$ cat config.mk
export PLATFORM = sky130hd
export DESIGN_NAME = matrix_mod
export DESIGN_NICKNAME = d
export VERILOG_FILES = /design/src/source/matrix_mod_pkg.sv /design/src/source/element_index_counter.sv /design/src/source/modulo_remainder.sv /design/src/source/matrix_mod_ctrl.sv /design/src/source/matrix_mod.sv
export SDC_FILE = /design/constraint.sdc
export NUM_CORES = 1
export LEC_CHECK = 0
export BUFFER_PORTS_ARGS = -buffer_cell sky130_fd_sc_hd__buf_4
export CAP_MARGIN = 20
export CORE_MARGIN = 3
export CORE_UTILIZATION = 55
export CTS_BUF_LIST = sky130_fd_sc_hd__clkbuf_4 sky130_fd_sc_hd__clkbuf_8 sky130_fd_sc_hd__clkbuf_16
export CTS_CLUSTER_SIZE = 10
export DETAILED_ROUTE_END_ITERATION = 10
export PLACE_DENSITY = 0.75
export REMOVE_ABC_BUFFERS = 1
export SLEW_MARGIN = 10
export SYNTH_ARGS = -nofsm -noshare
export SYNTH_HDL_FRONTEND = slang
export SYNTH_SLANG_ARGS = --single-unit
export TNS_END_PERCENT = 20
$ cat constraint.sdc
create_clock -name CLK -period 4 [get_ports CLK]
set_input_delay 0.8 -clock CLK [delete_from_list [all_inputs] [get_ports CLK]]
set_output_delay 0.8 -clock CLK [all_outputs]
set_load 0.03 [all_outputs]
$ cat src/source/matrix_mod_pkg.sv
package matrix_mod_pkg;

  //////////////////////////////////////////////////
  // Matrix index
  //////////////////////////////////////////////////

  // Width of row and column sizes and positions
  parameter int INDEX_WIDTH = 8;

  // Row or column count or position
  typedef logic [INDEX_WIDTH-1:0] index_t;

  //////////////////////////////////////////////////
  // Controller states
  //////////////////////////////////////////////////

  typedef enum logic [2:0] {
    idle,        // Waiting for start
    wait_first,  // Expecting first element of a row
    wait_next,   // Expecting another element of the row
    reduce,      // Remainder unit running
    emit         // Result goes out on this edge
  } mod_state_t;

endpackage

$ cat src/source/element_index_counter.sv
`timescale 1ns/1ps

module element_index_counter (
  input  logic                   CLK,
  input  logic                   RST,
  input  logic                   clear,
  input  logic                   step,
  input  matrix_mod_pkg::index_t size_i_in,
  input  matrix_mod_pkg::index_t size_j_in,
  output logic                   last_col,
  output logic                   last_row,
  output logic                   col_zero
);

  // Sizes latched at start of matrix
  matrix_mod_pkg::index_t size_i;
  matrix_mod_pkg::index_t size_j;

  // Current element position
  matrix_mod_pkg::index_t row;
  matrix_mod_pkg::index_t col;

  //////////////////////////////////////////////////
  // Position tracking
  //////////////////////////////////////////////////

  always_ff @(posedge CLK or posedge RST) begin
    if (RST) begin
      size_i <= '0;
      size_j <= '0;
      row    <= '0;
      col    <= '0;
    end else if (clear) begin
      // New matrix takes sizes from ports
      size_i <= size_i_in;
      size_j <= size_j_in;
      row    <= '0;
      col    <= '0;
    end else if (step) begin
      if (last_col) begin
        // Wrap to next row
        col <= '0;
        row <= row + 1'b1;
      end else begin
        col <= col + 1'b1;
      end
    end
  end

  // Flags straight from the counters
  assign last_col = (col == size_j - 1'b1);
  assign last_row = (row == size_i - 1'b1);
  assign col_zero = (col == '0);

endmodule

$ cat src/source/modulo_remainder.sv
`timescale 1ns/1ps

module modulo_remainder #(
  parameter int DATA_SIZE = 16
) (
  input  logic                 CLK,
  input  logic                 RST,
  input  logic                 launch,
  input  logic [DATA_SIZE-1:0] dividend,
  input  logic [DATA_SIZE-1:0] divisor,
  output logic                 done,
  output logic [DATA_SIZE-1:0] remainder
);

  localparam int CNT_W = $clog2(DATA_SIZE + 1);

  // Control
  logic             busy;
  logic             bypass;
  logic [CNT_W-1:0] count;

  // Datapath
  logic [DATA_SIZE-1:0] shift_q;   // dividend bits not yet consumed
  logic [DATA_SIZE-1:0] div_q;
  logic [DATA_SIZE-1:0] rem_q;

  // One restoring step
  logic [DATA_SIZE-1:0] step_r;
  logic                 step_bit;
  logic [DATA_SIZE-1:0] step_d;
  logic [DATA_SIZE:0]   trial;
  logic [DATA_SIZE:0]   diff;
  logic [DATA_SIZE-1:0] next_r;

  //////////////////////////////////////////////////
  // Shift and subtract
  //////////////////////////////////////////////////

  // First step runs on the launch edge itself, from a zero remainder
  assign step_r   = launch ? '0 : rem_q;
  assign step_bit = launch ? dividend[DATA_SIZE-1] : shift_q[DATA_SIZE-1];
  assign step_d   = launch ? divisor : div_q;

  assign trial  = {step_r, step_bit};
  assign diff   = trial - {1'b0, step_d};
  // Keep difference only if it did not go negative
  assign next_r = (trial >= {1'b0, step_d}) ? diff[DATA_SIZE-1:0] : trial[DATA_SIZE-1:0];

  always_ff @(posedge CLK or posedge RST) begin
    if (RST) begin
      busy   <= 1'b0;
      bypass <= 1'b0;
      count  <= '0;
      done   <= 1'b0;
    end else if (launch) begin
      bypass <= (divisor == '0);
      count  <= CNT_W'(DATA_SIZE - 1);
      busy   <= (DATA_SIZE > 1);
      done   <= (DATA_SIZE == 1);
    end else begin
      done <= 1'b0;
      if (busy) begin
        count <= count - 1'b1;
        // Last bit consumed on this edge
        if (count == CNT_W'(1)) begin
          busy <= 1'b0;
          done <= 1'b1;
        end
      end
    end
  end

  always_ff @(posedge CLK) begin
    if (launch) begin
      shift_q <= dividend << 1;
      div_q   <= divisor;
      // Modulus zero hands the element back as is
      rem_q   <= (divisor == '0) ? dividend : next_r;
    end else if (busy) begin
      shift_q <= shift_q << 1;
      if (!bypass) begin
        rem_q <= next_r;
      end
    end
  end

  // Held until next launch
  assign remainder = rem_q;

endmodule

$ cat src/source/matrix_mod_ctrl.sv
`timescale 1ns/1ps

module matrix_mod_ctrl #(
  parameter int DATA_SIZE = 16
) (
  input  logic                 CLK,
  input  logic                 RST,
  input  logic                 start,
  input  logic                 data_in_i_enable,
  input  logic                 data_in_j_enable,
  input  logic [DATA_SIZE-1:0] data_in,
  input  logic [DATA_SIZE-1:0] modulo_in,
  input  logic                 last_col,
  input  logic                 last_row,
  input  logic                 col_zero,
  input  logic                 done,
  input  logic [DATA_SIZE-1:0] remainder,
  output logic                 ready,
  output logic                 data_out_i_enable,
  output logic                 data_out_j_enable,
  output logic [DATA_SIZE-1:0] data_out,
  output logic                 clear,
  output logic                 step,
  output logic                 launch,
  output logic [DATA_SIZE-1:0] dividend,
  output logic [DATA_SIZE-1:0] divisor
);

  matrix_mod_pkg::mod_state_t state;
  matrix_mod_pkg::mod_state_t state_next;

  logic accept_first;
  logic accept_next;
  logic accept;

  //////////////////////////////////////////////////
  // Input acceptance
  //////////////////////////////////////////////////

  // Column zero selects which strobe counts
  assign accept_first = (state == matrix_mod_pkg::wait_first) && col_zero && data_in_i_enable;
  assign accept_next  = (state == matrix_mod_pkg::wait_next) && !col_zero && data_in_j_enable;
  assign accept       = accept_first || accept_next;

  // Counter control
  assign clear = (state == matrix_mod_pkg::idle) && start;
  assign step  = (state == matrix_mod_pkg::emit);

  //////////////////////////////////////////////////
  // FSM
  //////////////////////////////////////////////////

  always_comb begin
    state_next = state;
    case (state)
      matrix_mod_pkg::idle: begin
        if (start) state_next = matrix_mod_pkg::wait_first;
      end
      matrix_mod_pkg::wait_first,
      matrix_mod_pkg::wait_next: begin
        if (accept) state_next = matrix_mod_pkg::reduce;
      end
      matrix_mod_pkg::reduce: begin
        if (done) state_next = matrix_mod_pkg::emit;
      end
      matrix_mod_pkg::emit: begin
        // Last element of the matrix ends the run
        if (last_col && last_row) begin
          state_next = matrix_mod_pkg::idle;
        end else if (last_col) begin
          state_next = matrix_mod_pkg::wait_first;
        end else begin
          state_next = matrix_mod_pkg::wait_next;
        end
      end
      default: state_next = matrix_mod_pkg::idle;
    endcase
  end

  always_ff @(posedge CLK or posedge RST) begin
    if (RST) begin
      state             <= matrix_mod_pkg::idle;
      launch            <= 1'b0;
      ready             <= 1'b0;
      data_out_i_enable <= 1'b0;
      data_out_j_enable <= 1'b0;
      data_out          <= '0;
    end else begin
      state  <= state_next;
      // One cycle after acceptance
      launch <= accept;

      // Output strobes default low
      ready             <= 1'b0;
      data_out_i_enable <= 1'b0;
      data_out_j_enable <= 1'b0;
      if (state == matrix_mod_pkg::emit) begin
        data_out          <= remainder;
        data_out_j_enable <= 1'b1;
        data_out_i_enable <= last_col;
        ready             <= last_col && last_row;
      end
    end
  end

  // Operands for the remainder unit
  always_ff @(posedge CLK) begin
    if (accept) begin
      dividend <= data_in;
      divisor  <= modulo_in;
    end
  end

endmodule

$ cat src/source/matrix_mod.sv
`timescale 1ns/1ps

module matrix_mod #(
  parameter int DATA_SIZE = 16
) (
  input  logic                   CLK,
  input  logic                   RST,
  input  logic                   start,
  input  logic                   data_in_i_enable,
  input  logic                   data_in_j_enable,
  input  logic [DATA_SIZE-1:0]   modulo_in,
  input  matrix_mod_pkg::index_t size_i_in,
  input  matrix_mod_pkg::index_t size_j_in,
  input  logic [DATA_SIZE-1:0]   data_in,
  output logic                   ready,
  output logic                   data_out_i_enable,
  output logic                   data_out_j_enable,
  output logic [DATA_SIZE-1:0]   data_out
);

  // Controller to counter
  logic clear;
  logic step;
  logic last_col;
  logic last_row;
  logic col_zero;

  // Controller to remainder unit
  logic                 launch;
  logic                 done;
  logic [DATA_SIZE-1:0] dividend;
  logic [DATA_SIZE-1:0] divisor;
  logic [DATA_SIZE-1:0] remainder;

  //////////////////////////////////////////////////
  // Blocks
  //////////////////////////////////////////////////

  matrix_mod_ctrl #(
    .DATA_SIZE(DATA_SIZE)
  ) ctrl_inst (
    .CLK              (CLK),
    .RST              (RST),
    .start            (start),
    .data_in_i_enable (data_in_i_enable),
    .data_in_j_enable (data_in_j_enable),
    .data_in          (data_in),
    .modulo_in        (modulo_in),
    .last_col         (last_col),
    .last_row         (last_row),
    .col_zero         (col_zero),
    .done             (done),
    .remainder        (remainder),
    .ready            (ready),
    .data_out_i_enable(data_out_i_enable),
    .data_out_j_enable(data_out_j_enable),
    .data_out         (data_out),
    .clear            (clear),
    .step             (step),
    .launch           (launch),
    .dividend         (dividend),
    .divisor          (divisor)
  );

  // Row and column tracking
  element_index_counter index_inst (
    .CLK      (CLK),
    .RST      (RST),
    .clear    (clear),
    .step     (step),
    .size_i_in(size_i_in),
    .size_j_in(size_j_in),
    .last_col (last_col),
    .last_row (last_row),
    .col_zero (col_zero)
  );

  modulo_remainder #(
    .DATA_SIZE(DATA_SIZE)
  ) remainder_inst (
    .CLK      (CLK),
    .RST      (RST),
    .launch   (launch),
    .dividend (dividend),
    .divisor  (divisor),
    .done     (done),
    .remainder(remainder)
  );

endmodule

**After elaboration in Yosys (flattened, before gate mapping)**

Cells that the tools add are included.

- Add/sub/neg operators: 6
- Order comparisons: 1
- Equality and inequality tests: 11
- Muxes and demuxes: 33
- Reduce and logical (&&, ||, !) cells: 18

Operators with widths:

| cell | number |
|---|---|
| $mux 16 | 9 |
| $mux 8 | 6 |
| $ge 17x16->1 | 1 |
| $add 8x1->8 const B | 2 |
| $eq 8x8->1 | 2 |
| $logic_not 16->1 | 1 |
| $sub 16x16->16 | 1 |
| $sub 8x1->8 const B | 2 |
| $mux 3 | 4 |
| $pmux 3 s4 | 1 |
| $mux 1 | 10 |
| $mux 5 | 2 |
| $logic_not 8->1 | 1 |
| $eq 3x2->1 const B | 2 |
| $logic_and 1x1->1 | 6 |
| $reduce_bool 2->1 | 3 |
| $eq 5x1->1 const B | 1 |
| $sub 5x1->5 const B | 1 |
| $ne 2x1->1 const B | 2 |
| $ne 2x2->1 const B | 2 |
| $reduce_and 2->1 | 2 |
| $eq 3x1->1 const B | 1 |
| $eq 3x3->1 const B | 1 |
| $logic_not 3->1 | 1 |
| 5 further kinds | 5 |

- Bits in registers: 142
- Input port bits: 53
- Output and inout bits: 19
- Word-level logic and storage cells: 88

**Depth between registers and ports, before layout**

Gate-level depths: netlist of the first run.

- Word-level depth: 7
- Mapped depth: 14
- Depth with buffers taken out: 11

**Modules after synthesis**

A second synthesis of the first run with hierarchy kept.

- Cells, all modules: 653
- Area total of the unflattened synthesis: 7450.9 um^2

By module, submodules not included:

| module | times used | cells an instance | area each (um^2) | seq. area each (um^2) |
|---|---|---|---|---|
| modulo_remainder | 1 | 350 | 3464.6 | 1451.4 |
| element_index_counter | 1 | 207 | 2057.0 | 800.8 |
| matrix_mod_ctrl | 1 | 96 | 1929.4 | 1536.5 |

**Least setup slack after synthesis of the first run**

Ideal clock, no wire load.

- Path type: register to register
- From: reg ctrl_inst.launch
- To: reg remainder_inst.rem_q[14] (netlist: remainder_inst.remainder[14]) (data pin)
- Setup time: 267 ps
- Arrival time: 3046 ps
- Required time: 3733 ps
- Slack: 688 ps
- Stages on the path, launching flop included: 13
- Path buffers: 3
- Clock period less this slack: 3312 ps
- Cell sequence: dfrtp_1 -> clkbuf_1 -> clkbuf_1 -> clkbuf_1 -> mux2i_1 -> fa_1 -> a21o_1 -> a21oi_1 -> o21bai_1 -> a221o_1 -> a21oi_1 -> xor2_1 -> o21ai_0

- Word-level cells in the longest chain between the ends: 6
- Elaborated cells between the ends (all ways): 10
- Those cells by class: 1 x add/sub; 1 x order compare; 8 x mux

Ends and longest elaborated chain:

| item | RTL line | source |
|---|---|---|
| start: declaration | matrix_mod_ctrl.sv:24 | `output logic launch,` |
| start signal: assignment | matrix_mod_ctrl.sv:91 | `launch <= accept;` |
| $mux 1, or another cell as far along | modulo_remainder.sv:41 | `assign step_bit = launch ? dividend[DATA_SIZE-1] : shift_q[DATA_SIZE-1];` |
| $sub 16x16->16 or $ge 17x16->1 (tied branches) | modulo_remainder.sv:45, modulo_remainder.sv:47 |  |
| $mux 16 | modulo_remainder.sv:47 | `assign next_r = (trial >= {1'b0, step_d}) ? diff[DATA_SIZE-1:0] : trial[DATA_SIZE-1:0];` |
| $mux 16 | modulo_remainder.sv:81 | `if (!bypass) begin` |
| $mux 16 | modulo_remainder.sv:79 | `end else if (busy) begin` |
| $mux 16 (*) | modulo_remainder.sv:74 | `if (launch) begin` |
| end signal: assignment | modulo_remainder.sv:78 | `rem_q <= (divisor == '0) ? dividend : next_r;` |
| end signal: assignment | modulo_remainder.sv:82 | `rem_q <= next_r;` |
| end: declaration | modulo_remainder.sv:25 | `logic [DATA_SIZE-1:0] rem_q;` |

Mark *: on every way between the ends. The rest lies on a longest branch, timed or not. The select of a mux whose other input is x is not followed.
A chain may end at the register's enable or synchronous reset.

**Worst setup path after layout of the first run**

Same ends and word-level chain as after synthesis.

==> impl_metrics.ini, run 1 <==
[synthesis]
synth_area_leaders = edfxtp_1 27%, dfrtp_1 23%, nand2_1 7.4%
async_flop_share_pct = 44.4
yosysUniqueCellTypes = 59
netlist_area_um2 = 7000
synth_top_area_share_pct = 27.0
synth_edf_count = 63
yosysSeqAreaShare_pct = 54.1
syn-mean-instance-area_um2 = 10.5
synth-seq-cells = 142
yosys.area.top_type = edfxtp_1
synth_flop_cell = edfxtp_1
syn_inst = 670
yosysWarnings = 0

[grt]
grt_use_met2_pct = 43.1
grt_pass1_wl_um = 26900
met1_usage_pct = 28.7
grt.total_usage_pct = 24.2
grt_pass1_vias = 5355
grt_busiest_layer = met2
met3_usage_pct = 5.79
grt-ovfl-total = 0
grt_max_degree = 37
antenna_found_initial = 0

[timing]
slew_viol_final = 0
setup_slack_ps = 536
fin_crit_sh_pct = 86.6
worstMarginPinSlew_ps = 908
setup_viol = 0
fmax_mhz = 289
hold_violations = 0
fin_crit_ps = 3460
grt_setup_unrepaired = no
finClkSkew_ps = 8.49
max_slew_margin_pct = 39.5
fin_tns_setup_ps = 0

[clock_tree]
cts_tree = yes
clk_pin_slew_worst_paths_ps = 60
clockBufferDepth = 2
cts_resized = 0
cts_buffers = 17
root_buffer = clkbuf_16
cts_num_sinks = 142
htreeDepth = 4
post-cts-setup-buffers = 0
hold_buffers = 0
clkLatencyLatePin_ps = 410

[critical_path]
crit_path_start = ctrl_inst.launch$_DFF_PP0_
crit_path_end = remainder_inst.remainder[14]$_DFFE_PP_
endpoint_kind = flip-flop
critical_path_required_ps = 4250
r2r_end = remainder_inst.remainder[14]$_DFFE_PP_
setup.worst_path.start_class = flip-flop
slowest_stage = and3_1
cp_num_buf_inv = 1
cp_max_fo = 17
arrival_ps = 3720
max_stage_delay_ps = 650
worstPathCellList = buf_4, mux2i_1, ha_1, a21oi_1, o2111ai_1, o21ai_1, and3_1, a22oi_1, o21ai_0
rr_worst_depth = 9
timing.rr.start = ctrl_inst.launch$_DFF_PP0_
crit_family = compound AO/OA/AOI/OAI gates
crit_cells = 9
path_class = flip-flop to flip-flop
r2r_setup_slack_ps = 540

[pwr]
power.total_mw = 3.20
power_leakage_nw = 3.52
power.density_nw_per_um2 = 384
peakVddDrop_mv = 0.397

[route]
routed_via_density = 5.62
dr.pass1.iters = 4
routed_wl_um = 16400
routed-via-count = 5184
antenna_left = 0
wire_per_inst_um = 17.8
initialDrtViolationCount = 346
drc = 0

[placed_design]
io_buffer_count = 71
place_inst = 890
dp_hpwl_um = 11900
globalplace.congestion = 0.895
pre_cts_ws_ps = 573

[cells_and_area]
layout_commonest_cell = nand2_1
drive_gt1_share_pct = 17.6
mostFrequentLayoutCells = 138 x nand2_1, 78 x buf_4, 63 x edfxtp_1
nNetsFinal = 818
stdcell_count = 922
num_antenna_cells = 0
synthToLayoutAreaGrowth_pct = 18.8

[floorplan]
core_area_um2 = 12200
ioPinCount = 72
floorplan.die.height_um = 119
row_count = 40
dieArea_um2 = 14100
initial_core_util_pct = 57.3
die_x_um = 119

[outcome]
status = finished clean

[run]
maxCapViolCount = 0

[min_path]
hp-class = flip-flop to flip-flop
## per-layer routing
| layer | wire length [µm] | vias to the layer above |
|---|---|---|
| met5 | 0 | - |
| met4 | 344 | 0 |
| met3 | 794 | 23 |
| met2 | 8490 | 123 |
| met1 | 6760 | 2543 |
| li1 | - | 2495 |
## tightest hold or removal path, stage by stage, from the launching register on
cell and delay [ps]:
dfxtp_1 300, mux2i_1 80, inv_1 60
## how the worst min path moves through the flow
stage	slack [ps]	cells past startpoint	start	endpoint
after floorplan	430	2	remainder_inst.div_q[10]$_DFF_P_	remainder_inst.div_q[10]$_DFF_P_
after global placement	440	2	remainder_inst.div_q[7]$_DFF_P_	remainder_inst.div_q[7]$_DFF_P_
after detailed placement	450	2	remainder_inst.div_q[14]$_DFF_P_	remainder_inst.div_q[14]$_DFF_P_
after CTS	470	2	remainder_inst.div_q[9]$_DFF_P_	remainder_inst.div_q[9]$_DFF_P_
after global routing	490	2	remainder_inst.div_q[9]$_DFF_P_	remainder_inst.div_q[9]$_DFF_P_
final	470	2	remainder_inst.div_q[9]$_DFF_P_	remainder_inst.div_q[9]$_DFF_P_
## metrics by stage
step | cell area, µm² | hold WS, ps | util, %
final | 8320 | 472 | 68.1
after global routing | 8320 | 489 | 68.1
after CTS | 8320 | 469 | 68.1
after detailed placement | 7700 | 450 | 63.0
after global placement | 7700 | 444 | 63.0
after floorplan | 6890 | 431 | -
## area by class of cell
class / count / area [µm²]
Clock inverter: 10 / 135
Sequential cell: 142 / 3790
Multi-Input combinational cell: 469 / 2990
Inverter: 33 / 124
Clock buffer: 22 / 488
Fill cell: 960 / 3890
Tap cell: 168 / 210
Timing Repair Buffer: 78 / 586
## cell families (layout without fill, tap and decap cells)
| group | Yosys count | after routing | synth area share [%] |
|---|---|---|---|
| AOI/OAI and AO/OA | 106 | 106 | 9.63 |
| DFF | 142 | 142 | 54.1 |
| adders and majority gates | 24 | 24 | 4.40 |
| xor gates and xnor gates | 40 | 40 | 5.00 |
| muxes | 38 | 38 | 5.70 |
| and+or+nand+nor | 261 | 261 | 17.7 |
| buffers and inverters | 59 | 143 | 3.41 |
## flip-flops by register name, summed over array words and instances (netlist names), 3 cells and up
name and flops:
ctrl_inst.state 3, remainder_inst.remainder 16, remainder_inst.shift_q 15, index_inst.row 8, remainder_inst.div_q 16, ctrl_inst.dividend 16
index_inst.size_i 8, index_inst.size_j 8, ctrl_inst.data_out 16, ctrl_inst.divisor 16, index_inst.col 8, remainder_inst.count 5
## where the power goes
group / internal (mW) / switching (mW)
registers: 1.52 / 0
logic: 0.0325 / 0.0202
clock network: 1.05 / 0.575
## cells in the mapped netlist, drive strengths merged (18+ instances only)
cell and count:
nand2 138, a21oi 20, mux2i 23, ha 23, edfxtp 63, o21ai 34
nor2b 18, dfrtp 63, xnor2 22, nor2 25, inv 33, xor2 18
Note: power is estimated with default switching activity, not from simulation.
==> run 2, diff against run 1 <==
ABC_CLOCK_PERIOD_IN_PS = 4000   (was not set)
CORE_UTILIZATION = 35   (was 55)
PLACE_DENSITY = not set   (was 0.75)
SYNTH_HIERARCHICAL = 1   (was not set)
==> run 2 against run 1 <==
Against the previous run: clock power up 4%; setup slack better by 61 ps; via count down 0.62%.
==> impl_metrics.ini, run 2 <==
[cells_and_area]
n_fill_cell = 1955
multiInputGateArea_um2 = 3350
synthToLayoutAreaGrowth_pct = 19.3
num_antenna_cells = 0
stdcell_count = 1002
layout_commonest_cell = buf_4
nNetsFinal = 796
utilization_pct = 43.3
drive_gt1_share_pct = 25.0
regArea_um2 = 3790
mostFrequentLayoutCells = 80 x buf_4, 63 x edfxtp_1, 62 x dfrtp_1

[critical_path]
timing.rr.start = ctrl_inst/launch$_DFF_PP0_
slowest_stage = dfrtp_2
cp_max_fo = 21
max_stage_delay_ps = 640
path_class = flip-flop to flip-flop
setup.worst_path.start_class = flip-flop
worstPathCellList = buf_12, mux2i_1, ha_1, and2_1, nand3_2, or4_4, and3_1, a32oi_1, o21ai_0
endpoint_kind = flip-flop
crit_path_start = ctrl_inst/launch$_DFF_PP0_
critical_path_required_ps = 4140
arrival_ps = 3540

[timing]
fin_crit_ps = 3400
max_slew_margin_pct = 42.4
worstMarginPinSlew_ps = 863
fin_hold_ws_ps = 325
fin_crit_sh_pct = 85.1
setup_viol = 0
slew_viol_final = 0
fmax_mhz = 294
finClkSkew_ps = 12.0
hold_violations = 0
grt_setup_unrepaired = no

[pwr]
pwr-share-seq_pct = 31.8
comb_power_share_pct = 46.8
power.density_nw_per_um2 = 889
internal_power_mw = 4.83
switching_power_mw = 3.07
peakVddDrop_mv = 0.387
clockPowerShare_pct = 21.4
swShare_pct = 38.8
power_leakage_nw = 3.69

[clock_tree]
cts_buffers = 17
root_buffer = clkbuf_16
post-cts-setup-buffers = 0
cts_tree = yes
cts_resized = 0
htreeDepth = 4
clk_pin_slew_worst_paths_ps = 60
clkLatencyLatePin_ps = 420
clockBufferDepth = 2
cts_num_sinks = 142
hold_buffers = 0

[placed_design]
dp_hpwl_um = 12200
place_inst = 969
io_buffer_count = 71
globalplace.congestion = 0.873

[synthesis]
synth_compound_area_share_pct = 9.71
netlist_area_um2 = 7450
yosys.area.top_type = edfxtp_1
synth_edf_count = 63
synth_area_leaders = edfxtp_1 25%, dfrtp_1 21%, mux2_2 5.3%
yosysWarnings = 6
yosys-top-cells-count = 63 x dfrtp_1, 63 x edfxtp_1, 36 x inv_1
synth-adder-area-share_pct = 4.13
synth_flop_cell = edfxtp_1
synth-simple-area-share_pct = 15.9
synth-xor-area-share_pct = 4.58
synth-seq-cells = 142
synth_top_family_by_area = simple AND/OR/NAND/NOR gates
synthMuxAreaShare_pct = 10.4
async_flop_share_pct = 44.4
syn-mean-instance-area_um2 = 11.4
synth_top_area_share_pct = 25.4
yosysUniqueCellTypes = 69
syn_inst = 653
yosysSeqAreaShare_pct = 50.8

[route]
antenna_left = 0
initialDrtViolationCount = 253
drc = 0
routed_via_density = 5.14
routed-via-count = 5152
routed_wl_um = 16900
dr.pass1.iters = 4
wire_per_inst_um = 16.9

[grt]
grt_max_degree = 47
grt.total_usage_pct = 14.8
grt_pass1_wl_um = 27800
antenna_found_initial = 0
grt-ovfl-total = 0
grt_pass1_vias = 5356

[outcome]
status = finished clean

[floorplan]
row_count = 52
core_area_um2 = 20600
floorplan.die.height_um = 152
ioPinCount = 72
dieArea_um2 = 23100
die_x_um = 152
initial_core_util_pct = 36.2

[run]
maxCapViolCount = 0

[min_path]
hp-class = primary input to asynchronous set/reset pin
run 2: power by group through the flow:
stage	Combinational (mW)	Clock [mW]	Sequential, mW
floorplan	2.80	0	2.43
global placement	3.57	0	2.52
detailed placement	3.66	0	2.53
CTS	3.68	1.73	2.51
global route	4.12	1.80	2.57
finish	3.70	1.69	2.51
run 2: metrics by stage:
| step | worst slack [ps] | cell area (µm²) | power, mW | setup TNS, ps |
|---|---|---|---|---|
| CTS | 657 | 8860 | 7.92 | 0 |
| detailed placement | 663 | 8240 | 6.19 | 0 |
| finish | 597 | 8890 | 7.90 | 0 |
| global route | 366 | 8890 | 8.50 | 0 |
| global placement | 757 | 8240 | 6.10 | 0 |
| floorplan | -1710 | 7260 | 5.24 | -33610 |
run 2: final cells by class:
class / count / share of cell area (%)
multi-input combinational: 440 / 37.7
inverter: 36 / 1.52
timing repair buffer: 82 / 7.29
clock inverter: 13 / 2.11
tap: 270 / 3.80
clock buffer: 19 / 4.95
sequential: 142 / 42.6
run 2: cells by family (layout without fill, tap and decap cells):
logic type | count (synthesis) | count (layout)
fa+ha+maj | 24 | 24
mux | 68 | 68
xor+xnor | 39 | 39
buf+inv | 71 | 150
simple gates | 200 | 200
flops | 142 | 142
compound gates | 109 | 109
run 2: worst paths after layout:
| path | endpoint | slack, ps | cells after the start |
|---|---|---|---|
| max reg2reg | remainder_inst/remainder[11]$_DFFE_PP_ | 600 | 9 |
| max | remainder_inst/remainder[11]$_DFFE_PP_ | 600 | 9 |
| min reg2reg | remainder_inst/div_q[6]$_DFF_P_ | 470 | 2 |
| max in group asynchronous | index_inst/row[5]$_DFFE_PP0P_ | 3200 | 3 |
| min in group CLK | remainder_inst/div_q[6]$_DFF_P_ | 470 | 2 |
| min | ctrl_inst/state[1]$_DFFE_PP0P_ | 320 | 2 |
run 2: metal layers:
| metal | global-route usage, % | vias to the layer above | part of all wire (%) |
|---|---|---|---|
| met4 | 5.31 | 0 | 1.9 |
| met2 | 24.2 | 113 | 48 |
| li1 | - | 2528 | - |
| met3 | 3.27 | 23 | 4.0 |
| met1 | 19.3 | 2488 | 46 |
| met5 | 0 | - | 0 |
run 2: worst max-delay path, delay by kind of cell, from the launching register on:
kind                       cells  cell delay [ps]
adders and majority gates      1              260
DFF                            1              640
and+or+nand+nor                4             1330
AOI/OAI and AO/OA              2              390
muxes                          1              250
buffers and inverters          1              230
==> run 3, diff against run 2 <==
ABC_CLOCK_PERIOD_IN_PS = 3880   (was 4000)
clock period = 3.88 ns   (was 4 ns; I/O delays follow)
==> run 3 against run 2 <==
Against the previous run: count of clock-buffer cells in the layout did not move; critical path type unchanged; sequential power up 3%; sequential share of layout area is 0.38 points higher; non-clock buffer count is 1 lower; clock skew up 2.7 ps; highest routed layer unchanged; fmax fell by 3.7%.
==> impl_metrics.ini, run 3 (same netlist as run 2, synthesis figures left out) <==
[floorplan]
initial_core_util_pct = 36.2
ioPinCount = 72
die_x_um = 152
core_area_um2 = 20600
dieArea_um2 = 23100
floorplan.die.height_um = 152
row_count = 52

[grt]
grt_pass1_vias = 5346
grt_pass1_wl_um = 28500
antenna_found_initial = 0
grt_max_degree = 47
grt-ovfl-total = 0
grt.total_usage_pct = 15.2

[route]
routed_wl_um = 17300
dr.pass1.iters = 6
wl_met3_um = 768
routed_via_density = 5.30
met1_length_um = 7770
antenna_left = 0
wire_per_inst_um = 17.3
drc = 0
routed-via-count = 5310
wl_met2_um = 8410
highest_layer = met4
initialDrtViolationCount = 287

[critical_path]
setup.worst_path.start_class = flip-flop
crit_path_end = remainder_inst/remainder[12]$_DFFE_PP_
r2r_setup_slack_ps = 350
path_class = flip-flop to flip-flop
rr_worst_depth = 9
r2r_end = remainder_inst/remainder[12]$_DFFE_PP_
crit_path_start = ctrl_inst/launch$_DFF_PP0_
arrival_ps = 3660
endpoint_kind = flip-flop
cp_max_fo = 12
timing.rr.start = ctrl_inst/launch$_DFF_PP0_
critical_path_required_ps = 4010

[timing]
fmax_mhz = 283
hold_violations = 0
grt_setup_unrepaired = no
worstMarginPinSlew_ps = 931
finClkSkew_ps = 14.7
max_slew_margin_pct = 37.9
setup_viol = 0
fin_crit_sh_pct = 91.1
fin_crit_ps = 3530
slew_viol_final = 0

[placed_design]
place_inst = 968
placed_area_um2 = 8220
dp_hpwl_um = 12400
globalplace.congestion = 0.902
io_buffer_count = 71

[clock_tree]
hold_buffers = 0
cts_buffers = 17
clockBufferDepth = 2
cts_resized = 0
clk_pin_slew_worst_paths_ps = 60
clkLatencyLatePin_ps = 420
post-cts-setup-buffers = 0
cts_tree = yes
root_buffer = clkbuf_16
cts_num_sinks = 142
htreeDepth = 4

[cells_and_area]
num_antenna_cells = 0
design_area_um2 = 8810
layout_commonest_cell = buf_4
nNetsFinal = 795
n_fill_cell = 1960
synthToLayoutAreaGrowth_pct = 18.3
stdcell_count = 1001
utilization_pct = 42.9
mostFrequentLayoutCells = 80 x buf_4, 63 x edfxtp_1, 62 x dfrtp_1
drive_gt1_share_pct = 24.9

[run]
maxCapViolCount = 0

[pwr]
power.density_nw_per_um2 = 911
power_leakage_nw = 3.64
peakVddDrop_mv = 0.364

[outcome]
status = finished clean

[min_path]
hp-class = primary input to asynchronous set/reset pin
==> run 3: worst max-delay path, stage by stage, from the launching register on <==
cell	delay [ps]
dfrtp_2	540
buf_4	280
mux2i_1	410
ha_1	310
nor2b_1	150
o21ba_2	220
o21ba_2	250
o21a_1	320
o21ai_0	540
o21ai_0	200
==> run 3: how the worst min path moves through the flow <==
| stage | from | slack (ps) | depth (start not counted) | to |
|---|---|---|---|---|
| after floorplan | remainder_inst/div_q[10]$_DFF_P_ | 430 | 2 | remainder_inst/div_q[10]$_DFF_P_ |
| after global routing | RST | 350 | 2 | remainder_inst/done$_DFF_PP0_ |
| after CTS | RST | 320 | 2 | remainder_inst/bypass$_DFFE_PP0P_ |
| final | RST | 330 | 2 | remainder_inst/bypass$_DFFE_PP0P_ |
| after detailed placement | remainder_inst/div_q[4]$_DFF_P_ | 450 | 2 | remainder_inst/div_q[4]$_DFF_P_ |
| after global placement | remainder_inst/div_q[7]$_DFF_P_ | 460 | 2 | remainder_inst/div_q[7]$_DFF_P_ |
==> run 3: area by class of cell <==
type                            instances  area [µm²]  area share [%]
Clock buffer                           19         440            5.00
Clock inverter                         13         141            1.60
Inverter                               36         135            1.53
Multi-Input combinational cell        440        3350            38.0
Sequential cell                       142        3790            43.0
Tap cell                              270         338            3.83
Timing Repair Buffer                   81         616            6.98
==> run 3: layer usage <==
metal / global-route usage [%] / vias to the layer above
met1: 19.5 / 2610
li1: - / 2518
met3: 3.58 / 25
met4: 5.31 / 0
met2: 25.0 / 157
met5: 0 / -
==> run 3: report_power, final <==
group | total (mW) | internal, mW | switching, mW
sequential | 2.58 | 2.24 | 0.341
clock | 1.61 | 0.963 | 0.648
combinational | 3.83 | 1.63 | 2.20
total | 8.03 | 4.84 | 3.19
==> run 3: metrics by stage <==
| stage | hold slack [ps] | power [mW] | TNS, ps | worst slack [ps] |
|---|---|---|---|---|
| 6_report | 328 | 8.03 | 0 | 346 |
| 5_1_grt | 345 | 8.62 | 0 | 97.7 |
| 4_1_cts | 320 | 8.04 | 0 | 342 |
| 3_5_place_dp | 453 | 6.37 | 0 | 381 |
| 3_3_place_gp | 456 | 6.33 | 0 | 485 |
| 2_1_floorplan | 431 | 5.40 | -36680 | -1800 |
